<file path="config.mk">
export PLATFORM = sky130hd
export DESIGN_NAME = educell_predecoder
export DESIGN_NICKNAME = d
export VERILOG_FILES = /design/src/hdl/cell_geometry_pkg.sv /design/src/hdl/patch_config_pkg.sv /design/src/hdl/educell_config_latch.sv /design/src/hdl/educell_predecoder.sv /design/src/hdl/educell_region_decoder.sv /design/src/hdl/educell_role_decoder.sv /design/src/hdl/educell_stabilizer_decoder.sv
export VERILOG_INCLUDE_DIRS = /design/src /design/src/hdl
export SDC_FILE = /design/constraint.sdc
export NUM_CORES = 1
export LEC_CHECK = 0
export BUFFER_PORTS_ARGS = -buffer_cell sky130_fd_sc_hd__buf_2
export CAP_MARGIN = 20
export CORE_UTILIZATION = 46
export CTS_BUF_LIST = sky130_fd_sc_hd__clkbuf_16
export DETAILED_ROUTE_END_ITERATION = 8
export PLACE_DENSITY = 0.74
export RECOVER_POWER = 50
export SLEW_MARGIN = 20
export SYNTH_ARGS = -nofsm -noshare
export SYNTH_HDL_FRONTEND = slang
export SYNTH_HIERARCHICAL = 1
export SYNTH_SLANG_ARGS = --single-unit
</file>
<file path="constraint.sdc">
create_clock -name clk -period 2.2 [get_ports clk]
set_input_delay 0.44 -clock clk [delete_from_list [all_inputs] [get_ports clk]]
set_output_delay 0.44 -clock clk [all_outputs]
set_load 0.03 [all_outputs]
</file>
<file path="src/hdl/educell_params.svh">
`ifndef EDUCELL_PARAMS_SVH
`define EDUCELL_PARAMS_SVH

// Field widths
`define PCHTYPE_BW      4
`define FACEBD_BW       2
`define LOCATION_BW     7
`define DIR_BW          6
`define PCHINFO_BW      (`PCHTYPE_BW + 4 * `FACEBD_BW)

// Patch types still decoded
`define PCHTYPE_ZT      4'd1
`define PCHTYPE_ZB      4'd2

// Face boundary kinds
`define FACEBD_NONE     2'd0
`define FACEBD_PP       2'd1
`define FACEBD_MP       2'd2
`define FACEBD_LP       2'd3

`define ROLE_INACTIVE   2'd0
`define ROLE_ACTIVE     2'd1
`define ROLE_BOUNDARY   2'd2

// Pauli operator of a syndrome edge
`define PP_I            2'd0
`define PP_X            2'd1
`define PP_Z            2'd2

`endif

</file>
<file path="src/hdl/cell_geometry_pkg.sv">
`include "educell_params.svh"

package cell_geometry_pkg;

    // Position of the cell inside its patch
    typedef enum logic [3:0]
    {
        NW,
        N,
        NE,
        W,
        E,
        SW,
        S,
        SE,
        C
    } region_t;

    // Couplable directions, MSB first: nw, ne, sw, se, n, s
    typedef logic [`DIR_BW-1:0] dir_set_t;

endpackage

</file>
<file path="src/hdl/patch_config_pkg.sv">
`include "educell_params.svh"

package patch_config_pkg;

    // Patch kind, only ZT and ZB are supported
    typedef logic [`PCHTYPE_BW-1:0] pchtype_t;

    // One face of the patch boundary
    typedef logic [`FACEBD_BW-1:0] facebd_t;

    // Inactive, active or boundary cell
    typedef logic [1:0] role_t;

    // I, X or Z
    typedef logic [1:0] pauli_t;

endpackage

</file>
<file path="src/hdl/educell_config_latch.sv">
`timescale 1ns/1ps
`include "educell_params.svh"

module educell_config_latch
    import cell_geometry_pkg::*;
    import patch_config_pkg::*;
(
    input  logic     clk,
    input  logic     reset,
    input  logic     req,
    output logic     ack,
    input  role_t    dec_role,
    input  dir_set_t dec_possible_dir,
    input  pauli_t   dec_syn_to_west,
    input  pauli_t   dec_syn_to_east,
    input  logic     dec_first_aqmeas_flag,
    output role_t    role,
    output dir_set_t possible_dir,
    output pauli_t   syn_to_west,
    output pauli_t   syn_to_east,
    output logic     first_aqmeas_flag
);

    always_ff @(posedge clk)
    begin
        if (reset)
        begin
            ack <= 1'b0;
            role <= `ROLE_INACTIVE;
            possible_dir <= '0;
            syn_to_west <= '0;
            syn_to_east <= '0;
            first_aqmeas_flag <= 1'b0;
        end
        else if (req && !ack)
        begin
            ack <= 1'b1;                    // Capture edge
            role <= dec_role;
            possible_dir <= dec_possible_dir;
            syn_to_west <= dec_syn_to_west;
            syn_to_east <= dec_syn_to_east;
            first_aqmeas_flag <= dec_first_aqmeas_flag;
        end
        else if (!req && ack)
        begin
            ack <= 1'b0;                    // Return to idle
        end
    end

endmodule

</file>
<file path="src/hdl/educell_predecoder.sv">
`timescale 1ns/1ps
`include "educell_params.svh"

module educell_predecoder
    import cell_geometry_pkg::*;
    import patch_config_pkg::*;
(
    input  logic                    clk,
    input  logic                    reset,
    input  logic [`LOCATION_BW-1:0] location,
    input  logic [`PCHINFO_BW-1:0]  pchinfo,
    input  logic                    req,
    output logic                    ack,
    output role_t                   role,
    output dir_set_t                possible_dir,
    output pauli_t                  syn_to_west,
    output pauli_t                  syn_to_east,
    output logic                    first_aqmeas_flag
);

    region_t  region;
    logic     even;
    pchtype_t pchtype;
    facebd_t  facebd_e;
    role_t    dec_role;
    dir_set_t dec_possible_dir;
    pauli_t   dec_syn_to_west;
    pauli_t   dec_syn_to_east;
    logic     dec_first_aqmeas_flag;

    // pchinfo is {type, west, north, east, south}, only type and east are read
    assign pchtype = pchinfo[`PCHINFO_BW-1 -: `PCHTYPE_BW];
    assign facebd_e = pchinfo[2*`FACEBD_BW-1 -: `FACEBD_BW];

    educell_region_decoder region_decoder_inst
    (
        .location (location),
        .region   (region),
        .even     (even)
    );

    educell_role_decoder role_decoder_inst
    (
        .region       (region),
        .even         (even),
        .pchtype      (pchtype),
        .facebd_e     (facebd_e),
        .role         (dec_role),
        .possible_dir (dec_possible_dir)
    );

    educell_stabilizer_decoder stabilizer_decoder_inst
    (
        .region            (region),
        .even              (even),
        .pchtype           (pchtype),
        .facebd_e          (facebd_e),
        .syn_to_west       (dec_syn_to_west),
        .syn_to_east       (dec_syn_to_east),
        .first_aqmeas_flag (dec_first_aqmeas_flag)
    );

    educell_config_latch config_latch_inst
    (
        .clk                   (clk),
        .reset                 (reset),
        .req                   (req),
        .ack                   (ack),
        .dec_role              (dec_role),
        .dec_possible_dir      (dec_possible_dir),
        .dec_syn_to_west       (dec_syn_to_west),
        .dec_syn_to_east       (dec_syn_to_east),
        .dec_first_aqmeas_flag (dec_first_aqmeas_flag),
        .role                  (role),
        .possible_dir          (possible_dir),
        .syn_to_west           (syn_to_west),
        .syn_to_east           (syn_to_east),
        .first_aqmeas_flag     (first_aqmeas_flag)
    );

endmodule

</file>
<file path="src/hdl/educell_region_decoder.sv">
`timescale 1ns/1ps
`include "educell_params.svh"

module educell_region_decoder
    import cell_geometry_pkg::*;
(
    input  logic [`LOCATION_BW-1:0] location,
    output region_t                 region,
    output logic                    even
);

    logic west;
    logic north;
    logic east;
    logic south;

    // Bits 1:0 carry distillation info, not decoded here
    assign {even, west, north, east, south} = location[`LOCATION_BW-1 -: 5];

    always_comb
    begin
        if (north && west)
            region = NW;
        else if (north && !east)
            region = N;
        else if (north && east)
            region = NE;
        else if (west && !south)
            region = W;
        else if (east && !south)
            region = E;
        else if (west && south)
            region = SW;
        else if (south && !east)
            region = S;
        else if (south && east)
            region = SE;
        else
            region = C;                     // Interior
    end

endmodule

</file>
<file path="src/hdl/educell_role_decoder.sv">
`timescale 1ns/1ps
`include "educell_params.svh"

module educell_role_decoder
    import cell_geometry_pkg::*;
    import patch_config_pkg::*;
(
    input  region_t  region,
    input  logic     even,
    input  pchtype_t pchtype,
    input  facebd_t  facebd_e,
    output role_t    role,
    output dir_set_t possible_dir
);

    logic east_mp;
    logic east_pp;

    assign east_mp = (facebd_e == `FACEBD_MP);
    assign east_pp = (facebd_e == `FACEBD_PP);

    // Direction literals read nw, ne, sw, se, n, s
    always_comb
    begin
        role = `ROLE_INACTIVE;              // Also the unsupported result
        possible_dir = '0;
        if (pchtype == `PCHTYPE_ZT)
        begin
            case (region)
                NW: ;                       // Corner stays idle
                N:
                begin
                    role = even ? `ROLE_ACTIVE : `ROLE_BOUNDARY;
                    possible_dir = 6'b001100;
                end
                NE:
                begin
                    role = `ROLE_BOUNDARY;
                    possible_dir = east_mp ? 6'b001100 : 6'b001000;
                end
                W:
                begin
                    role = even ? `ROLE_ACTIVE : `ROLE_BOUNDARY;
                    possible_dir = 6'b010100;
                end
                E:
                begin
                    if (east_mp)
                        role = `ROLE_ACTIVE;
                    else
                        role = even ? `ROLE_BOUNDARY : `ROLE_ACTIVE;
                    possible_dir = east_mp ? 6'b111100 : 6'b101000;
                end
                SW:
                begin
                    role = `ROLE_BOUNDARY;
                    possible_dir = 6'b010100;
                end
                SE:
                begin
                    role = east_mp ? `ROLE_ACTIVE : `ROLE_BOUNDARY;
                    possible_dir = east_mp ? 6'b111001 : 6'b101000;  // Merge reaches south
                end
                default:                    // S and C
                begin
                    role = `ROLE_ACTIVE;
                    possible_dir = 6'b111100;
                end
            endcase
        end
        else if (pchtype == `PCHTYPE_ZB)
        begin
            case (region)
                NW:
                begin
                    role = `ROLE_BOUNDARY;
                    possible_dir = 6'b010100;
                end
                NE:
                begin
                    role = east_pp ? `ROLE_ACTIVE : `ROLE_BOUNDARY;
                    possible_dir = east_pp ? 6'b101110 : 6'b101000;  // Merge reaches north
                end
                W:
                begin
                    role = even ? `ROLE_BOUNDARY : `ROLE_ACTIVE;
                    possible_dir = 6'b010100;
                end
                E:
                begin
                    if (east_pp)
                        role = `ROLE_ACTIVE;
                    else
                        role = even ? `ROLE_ACTIVE : `ROLE_BOUNDARY;
                    possible_dir = east_pp ? 6'b111100 : 6'b101000;
                end
                SW: ;                       // Corner stays idle
                S:
                begin
                    role = even ? `ROLE_BOUNDARY : `ROLE_ACTIVE;
                    possible_dir = 6'b110000;
                end
                SE:
                begin
                    role = `ROLE_BOUNDARY;
                    possible_dir = east_pp ? 6'b110000 : 6'b100000;
                end
                default:                    // N and C
                begin
                    role = `ROLE_ACTIVE;
                    possible_dir = 6'b111100;
                end
            endcase
        end
    end

endmodule

</file>
<file path="src/hdl/educell_stabilizer_decoder.sv">
`timescale 1ns/1ps
`include "educell_params.svh"

module educell_stabilizer_decoder
    import cell_geometry_pkg::*;
    import patch_config_pkg::*;
(
    input  region_t  region,
    input  logic     even,
    input  pchtype_t pchtype,
    input  facebd_t  facebd_e,
    output pauli_t   syn_to_west,
    output pauli_t   syn_to_east,
    output logic     first_aqmeas_flag
);

    logic east_side;
    logic east_mp;
    logic east_pp;

    assign east_side = (region == NE) || (region == E) || (region == SE);
    assign east_mp = (facebd_e == `FACEBD_MP);
    assign east_pp = (facebd_e == `FACEBD_PP);

    always_comb
    begin
        // Checkerboard by parity unless the ZT east edge overrides
        syn_to_west = even ? `PP_Z : `PP_X;
        syn_to_east = even ? `PP_Z : `PP_X;
        first_aqmeas_flag = 1'b0;
        if (pchtype == `PCHTYPE_ZT)
        begin
            if (region == E)
            begin
                if (east_mp)
                    syn_to_east = even ? `PP_X : `PP_Z;
                else
                    syn_to_east = `PP_I;    // Open edge, nothing sent
            end
            else if (region == SE)
            begin
                syn_to_west = `PP_Z;
                syn_to_east = east_mp ? `PP_X : `PP_I;
            end
            first_aqmeas_flag = east_side && east_mp && even;
        end
        else if (pchtype == `PCHTYPE_ZB)
        begin
            first_aqmeas_flag = east_side && east_pp && !even;
        end
    end

endmodule

</file>
; ---- Word-level counts from Yosys, hierarchy flattened
; Index checks and enable logic that the tools add are counted.
[totals]
ramBits = 0
latchBits = 0
out_inout_bits = 14
input_bits = 22
n_memories = 0
mem_bits_ro = 0
reg_bits = 14
word_cells = 86
[classes]
div_mod_pow = 0
bitwise_logic = 0
muxes = 40
multipliers = 0
reduce_logical = 29
order_cmp = 0
shift = 0
add_sub_neg = 0
n_eq_ne = 11
[ops]
columns = cell, count
row1 = 6-bit one-hot mux with 6 select lines, 2
row2 = 4-bit two-way mux, 8
row3 = 2-bit two-way mux, 15
row4 = 5-bit two-way mux, 4
row5 = 2-bit one-hot mux with 5 select lines, 2
row6 = 4-bit by 3-bit == test with 1-bit output (second input constant), 4
row7 = 1-bit logical AND, 14
row8 = 4-bit by 2-bit == test with 1-bit output (second input constant), 3
row9 = 6-bit two-way mux, 2
row10 = 2-bit OR reduction, 6
row11 = 4-bit by 1-bit == test with 1-bit output (second input constant), 2
row12 = 3-bit two-way mux, 2
row13 = 1-bit zero test, 5
row14 = 1-bit two-way mux, 5
row15 = 4-bit zero test, 1
row16 = 2-bit by 1-bit == test with 1-bit output (second input constant), 1
row17 = 2-bit == test (second input constant), 1
row18 = 1-bit logical OR, 2
row19 = 2-bit nonzero test, 1

; ---- Logic depth before layout (Yosys ltp)
[depth]
ltp_word = 16
mapped_depth = 10
mapped_depth_nobuf = 8

; ---- Cells and area by module
; Netlist, hierarchy kept.
[modules_own_cells]
columns = module, cells_per_inst, seq_area_each_um2, area_each_um2, instances
row1 = educell_config_latch, 47, 280.3, 525.5, 1
row2 = educell_role_decoder, 71, 0.0, 435.4, 1
row3 = educell_stabilizer_decoder, 24, 0.0, 200.2, 1
row4 = educell_region_decoder, 11, 0.0, 70.1, 1

; ---- Least setup slack after synthesis
; OpenSTA, ideal clock, no wires.
[synth_timing]
kind = input -> register
startpoint = input port location[3]
endpoint = register config_latch_inst.role[1]
n_path_buf = 2
slack_ns = 0.063
setup_time_ns = 0.117
t_arrival_ns = 2.019
required_ns = 2.083
cell_stages = 9
path_cell_list = or2_1 a21oi_1 buf_2 clkbuf_1 a21oi_1 o211ai_1 o32ai_1 mux2i_1 nor2_1
[synth_via]
elab_chain_cells = 14
word_cells_on_any_way = 30
cone_classes = 7 x eq/ne / 12 x mux / 11 x reduce/logical
[synth_rtl]
columns = item, line
row1 = start: declaration, educell_predecoder.sv:10  ; input logic [`LOCATION_BW-1:0] location,
row2 = 1-bit logical AND or 1-bit zero test (tied branches), "educell_region_decoder.sv:36, educell_region_decoder.sv:24, educell_region_decoder.sv:34"
row3 = 4-bit two-way mux or 1-bit logical AND (tied branches), "educell_region_decoder.sv:36, educell_region_decoder.sv:34"
row4 = 4-bit two-way mux, educell_region_decoder.sv:34  ; else if (south && !east)
row5 = 4-bit two-way mux, educell_region_decoder.sv:32  ; else if (west && south)
row6 = 4-bit two-way mux, educell_region_decoder.sv:30  ; else if (east && !south)
row7 = 4-bit two-way mux, educell_region_decoder.sv:28  ; else if (west && !south)
row8 = 4-bit two-way mux, educell_region_decoder.sv:26  ; else if (north && east)
row9 = 4-bit two-way mux (*), educell_region_decoder.sv:24  ; else if (north && !east)
row10 = 4-bit two-way mux (*), educell_region_decoder.sv:22  ; if (north && west)
row11 = named net region[0], educell_predecoder.sv:21  ; region_t region;
row12 = "4-bit by 3-bit == test with 1-bit output, or another cell as far along", "educell_role_decoder.sv:29, educell_role_decoder.sv:73"
row13 = 2-bit OR reduction (no line), n/a
row14 = 2-bit one-hot mux with 5 select lines, educell_role_decoder.sv:73  ; case (region)
row15 = 2-bit two-way mux, educell_role_decoder.sv:71  ; else if (pchtype == `PCHTYPE_ZB)
row16 = 2-bit two-way mux (*), educell_role_decoder.sv:27  ; if (pchtype == `PCHTYPE_ZT)
row17 = named net dec_role[1], educell_predecoder.sv:25  ; role_t dec_role;
row18 = end signal: assignment, educell_config_latch.sv:29  ; role <= `ROLE_INACTIVE;
row19 = end signal: assignment, educell_config_latch.sv:38  ; role <= dec_role;
row20 = end: declaration, educell_config_latch.sv:17  ; output role_t role,
; The timed path passes the listed nets; every way through them passes the cells marked *.
; A chain may end at the register's enable or synchronous reset.

; ---- Worst setup path in the final report
[layout_timing]
startpoint = input port location[2]
endpoint = register config_latch_inst.first_aqmeas_flag
[layout_via]
elab_chain_cells = 16
word_cells_on_any_way = 25
cone_classes = 3 x eq/ne / 10 x mux / 12 x reduce/logical
[layout_rtl]
columns = item, line
row1 = 1-bit logical AND, educell_region_decoder.sv:36  ; else if (south && east)
row2 = 4-bit two-way mux, educell_region_decoder.sv:36
row3 = 4-bit two-way mux, educell_region_decoder.sv:34
row4 = 4-bit two-way mux, educell_region_decoder.sv:32
row5 = 4-bit two-way mux, educell_region_decoder.sv:30
row6 = 4-bit two-way mux (*), educell_region_decoder.sv:28
row7 = 4-bit two-way mux (*), educell_region_decoder.sv:26
row8 = 4-bit two-way mux (*), educell_region_decoder.sv:24
row9 = 4-bit two-way mux (*), educell_region_decoder.sv:22
row10 = named net region[1], educell_predecoder.sv:21
row11 = 4-bit by 2-bit == test with 1-bit output or 4-bit by 3-bit == test with 1-bit output (tied branches), educell_stabilizer_decoder.sv:21  ; assign east_side = (region == NE) || (region == E) || (region == SE);
row12 = 1-bit logical OR, educell_stabilizer_decoder.sv:21
row13 = 1-bit logical OR (*), educell_stabilizer_decoder.sv:21
row14 = 1-bit logical AND (2 in series), educell_stabilizer_decoder.sv:49  ; first_aqmeas_flag = east_side && east_pp && !even;
row15 = 1-bit two-way mux, educell_stabilizer_decoder.sv:47  ; else if (pchtype == `PCHTYPE_ZB)
row16 = 1-bit two-way mux (*), educell_stabilizer_decoder.sv:31  ; if (pchtype == `PCHTYPE_ZT)
row17 = named net dec_first_aqmeas_flag, educell_predecoder.sv:29  ; logic dec_first_aqmeas_flag;
row18 = end signal: assignment, educell_config_latch.sv:42  ; first_aqmeas_flag <= dec_first_aqmeas_flag;
row19 = end: declaration, educell_config_latch.sv:21  ; output logic first_aqmeas_flag
; Marks and branches as above.

==> metrics <==
Setup crit start location[2]; max incr delay on CP 0.37 ns; Max-Cap Viols 0; Reg clk slew, reported paths 0.04 ns; clk sink count 14; crit path buf inv count 2; power per cell area 574 mW/mm²; Mapped Cells 153; Vias per Instance 5.79; Yosys reg bits 14; CP max FO 5; worst clock skew 0.00470 ns; IO Pins 36; via count 1222; Row Count 18; status finished, final reports clean; Root Driver clkbuf_16; Ys Warns 6; final slew viol count 0; cell repeated most along the worst path mux2i_1; H-tree depth 1; Post-synth EDFFs 0; Final #Nets 206; Worst Setup Start Kind input pin; async set-reset flop share out of synthesis 0%; Synth Flop Type dfxtp_1; post-synthesis cell type count 55; syn_area_per_cell 8.05 µm²; clock latency on the worst-skew pair 0.24 ns; worst-margin pin slew 0.914 ns; Period minus WS final 2.01 ns; grt ovf 0; DRC Markers 0; hold slack 0.487 ns; CTS tree yes; initial drt markers 39; synthesized area 0.00123 mm²; half-perimeter wire length after placement 2.13 mm; Final Hold Vio Count 0; routed len/inst 14.4 µm; Initial Utilization 49.2%; Worst slew margin 39.1%; Die Wd 53.7 µm; CP Capture Type flip-flop; Fmax achieved 0.497 GHz; placed cell area 0.00141 mm²; period utilization 91.5%; post-route ant nets 0; Final GP Congestion 0.899; Chip Height 53.7 µm; Final Cell Area 0.00147 mm²; post-synthesis sequential area ratio 22.8%; IO buf count 27; CTS Buffer Depth 2; Tot GR Track Use 22.5%; unrepaired setup endpoints after global routing false; WP data required 2.37 ns; CP top delay family simple AND/OR/NAND/NOR gates; Arr. time, crit path 2.18 ns; initial antenna violation count 0; Die ar. 0.00289 mm²; layout cells sized above 1 22.7%; CP max stage cell or3b_1; Hold Path Class reg -> reg; total CTS buffers 3; number of global-route vias before repair 1061; core area 0.00250 mm²; Leak Pwr 0.594 nW; P&R area growth vs syn 19.5%; Max VDD drop 0.000937 V; crit-path cells buf_2, or3b_1, o21ai_1, buf_4, nor2b_1, mux2i_1, nor3_1, mux2i_1, nor2_1; final setup vio count 0; post-layout util 58.9%; Synthesized Nets 176; Hold Startpoint config_latch_inst/possible_dir[4]; CP Class in -> reg; # diodes 0; Post-Route WL 3.03 mm; pin count of the biggest net entering global routing 23; Reg-to-Reg Start config_latch_inst/ack; first-pass GRT wire length 4.80 mm; DR pass1 iterations 4
Yosys cell counts (3+ instances only):
library cell / instances / share of area, %
nor2_1: 21 / 6.4
mux2i_1: 16 / 13
dfxtp_1: 14 / 23
a21oi_1: 9 / 3.7
inv_1: 8 / 2.4
nand2_1: 7 / 2.1
o21ai_0: 6 / 2.4
buf_2: 5 / 2.0
nor2b_1: 4 / 2.0
nor3_1: 4 / 1.6
o211ai_1: 3 / 1.8
o31a_1: 3 / 2.1
metrics by stage:
stage / TNS [ns] / cells / worst slack [ns] / total power, mW
3_3_place_gp: 0 / 208 / 0.0216 / 0.507
5_1_grt: 0 / 211 / 0.0546 / 0.885
3_5_place_dp: -0.0563 / 208 / -0.0159 / 0.516
6_report: 0 / 211 / 0.187 / 0.845
4_1_cts: 0 / 211 / 0.180 / 0.851
2_1_floorplan: 0 / 153 / 0.0634 / 0.451
area by class of cell:
type,instances,area (µm²)
clock buffers,3,75.1
fillers,231,1030
inverters,8,30.0
multi-input cells,119,846
flip-flops and latches,14,280
well taps,30,37.5
repair buffers,37,203
flip-flops by register name, summed over array words and instances (netlist names):
register,flops
config_latch_inst/possible_dir,6
config_latch_inst/role,2
config_latch_inst/syn_to_east,2
config_latch_inst/syn_to_west,2
config_latch_inst/ack,1
config_latch_inst/first_aqmeas_flag,1
cells in the final DEF (no fill, tap or decap), types with 5 or more instances in the layout:
cell	count
a21oi_1	9
dfxtp_1	14
buf_2	14
nand2_1	7
mux2i_1	16
clkbuf_1	14
o21ai_0	5
inv_1	8
buf_4	8
nor2_1	21
worst paths after layout:
kind / cells after the start / slack [ns] / endpoint
worst min-delay path: 2 / 0.49 / config_latch_inst/possible_dir[4]
worst max-delay path: 9 / 0.19 / config_latch_inst/first_aqmeas_flag
worst max register to register: 5 / 0.56 / config_latch_inst/possible_dir[1]
worst min register to register: 2 / 0.49 / config_latch_inst/possible_dir[4]
repair_timing:
action / in CTS / in global routing
hold buffers: 0 / 0
hold endpoints to repair: 0 / 0
gates resized for setup: 0 / 1
buffers inserted: 0 / 0
endpoints found under the setup margin: 0 / 1
worst min-delay path: stages (launching register included):
cell     delay (ns)
dfxtp_1        0.31
mux2i_1        0.06
nor2_1         0.07
kinds of logic after synthesis:
family,synth area share (%)
buffers and inverters,9.15
AOI/OAI and AO/OA,25.8
and+or+nand+nor,26.8
muxes,13.0
xor gates and xnor gates,1.42
DFF,22.8
adders and majority gates,1.02
per-layer routing:
layer  vias up  global-route usage [%]  share of wire (%)  wire length, µm
met5         -                       0                  0                0
met4         0                    5.70              0.099                3
li1        618                       -                  -                -
met2        42                    37.0                 51             1540
met1       560                    29.9                 45             1370
met3         2                    4.24                3.7              113
power by group:
group | switching, mW | leakage (nW) | internal [mW]
combinational | 0.146 | 0.444 | 0.0994
sequential | 0.00497 | 0.114 | 0.265
clock | 0.0938 | 0.0370 | 0.237
total | 0.244 | 0.594 | 0.601
No activity file was read; power rests on OpenSTA's default activity.
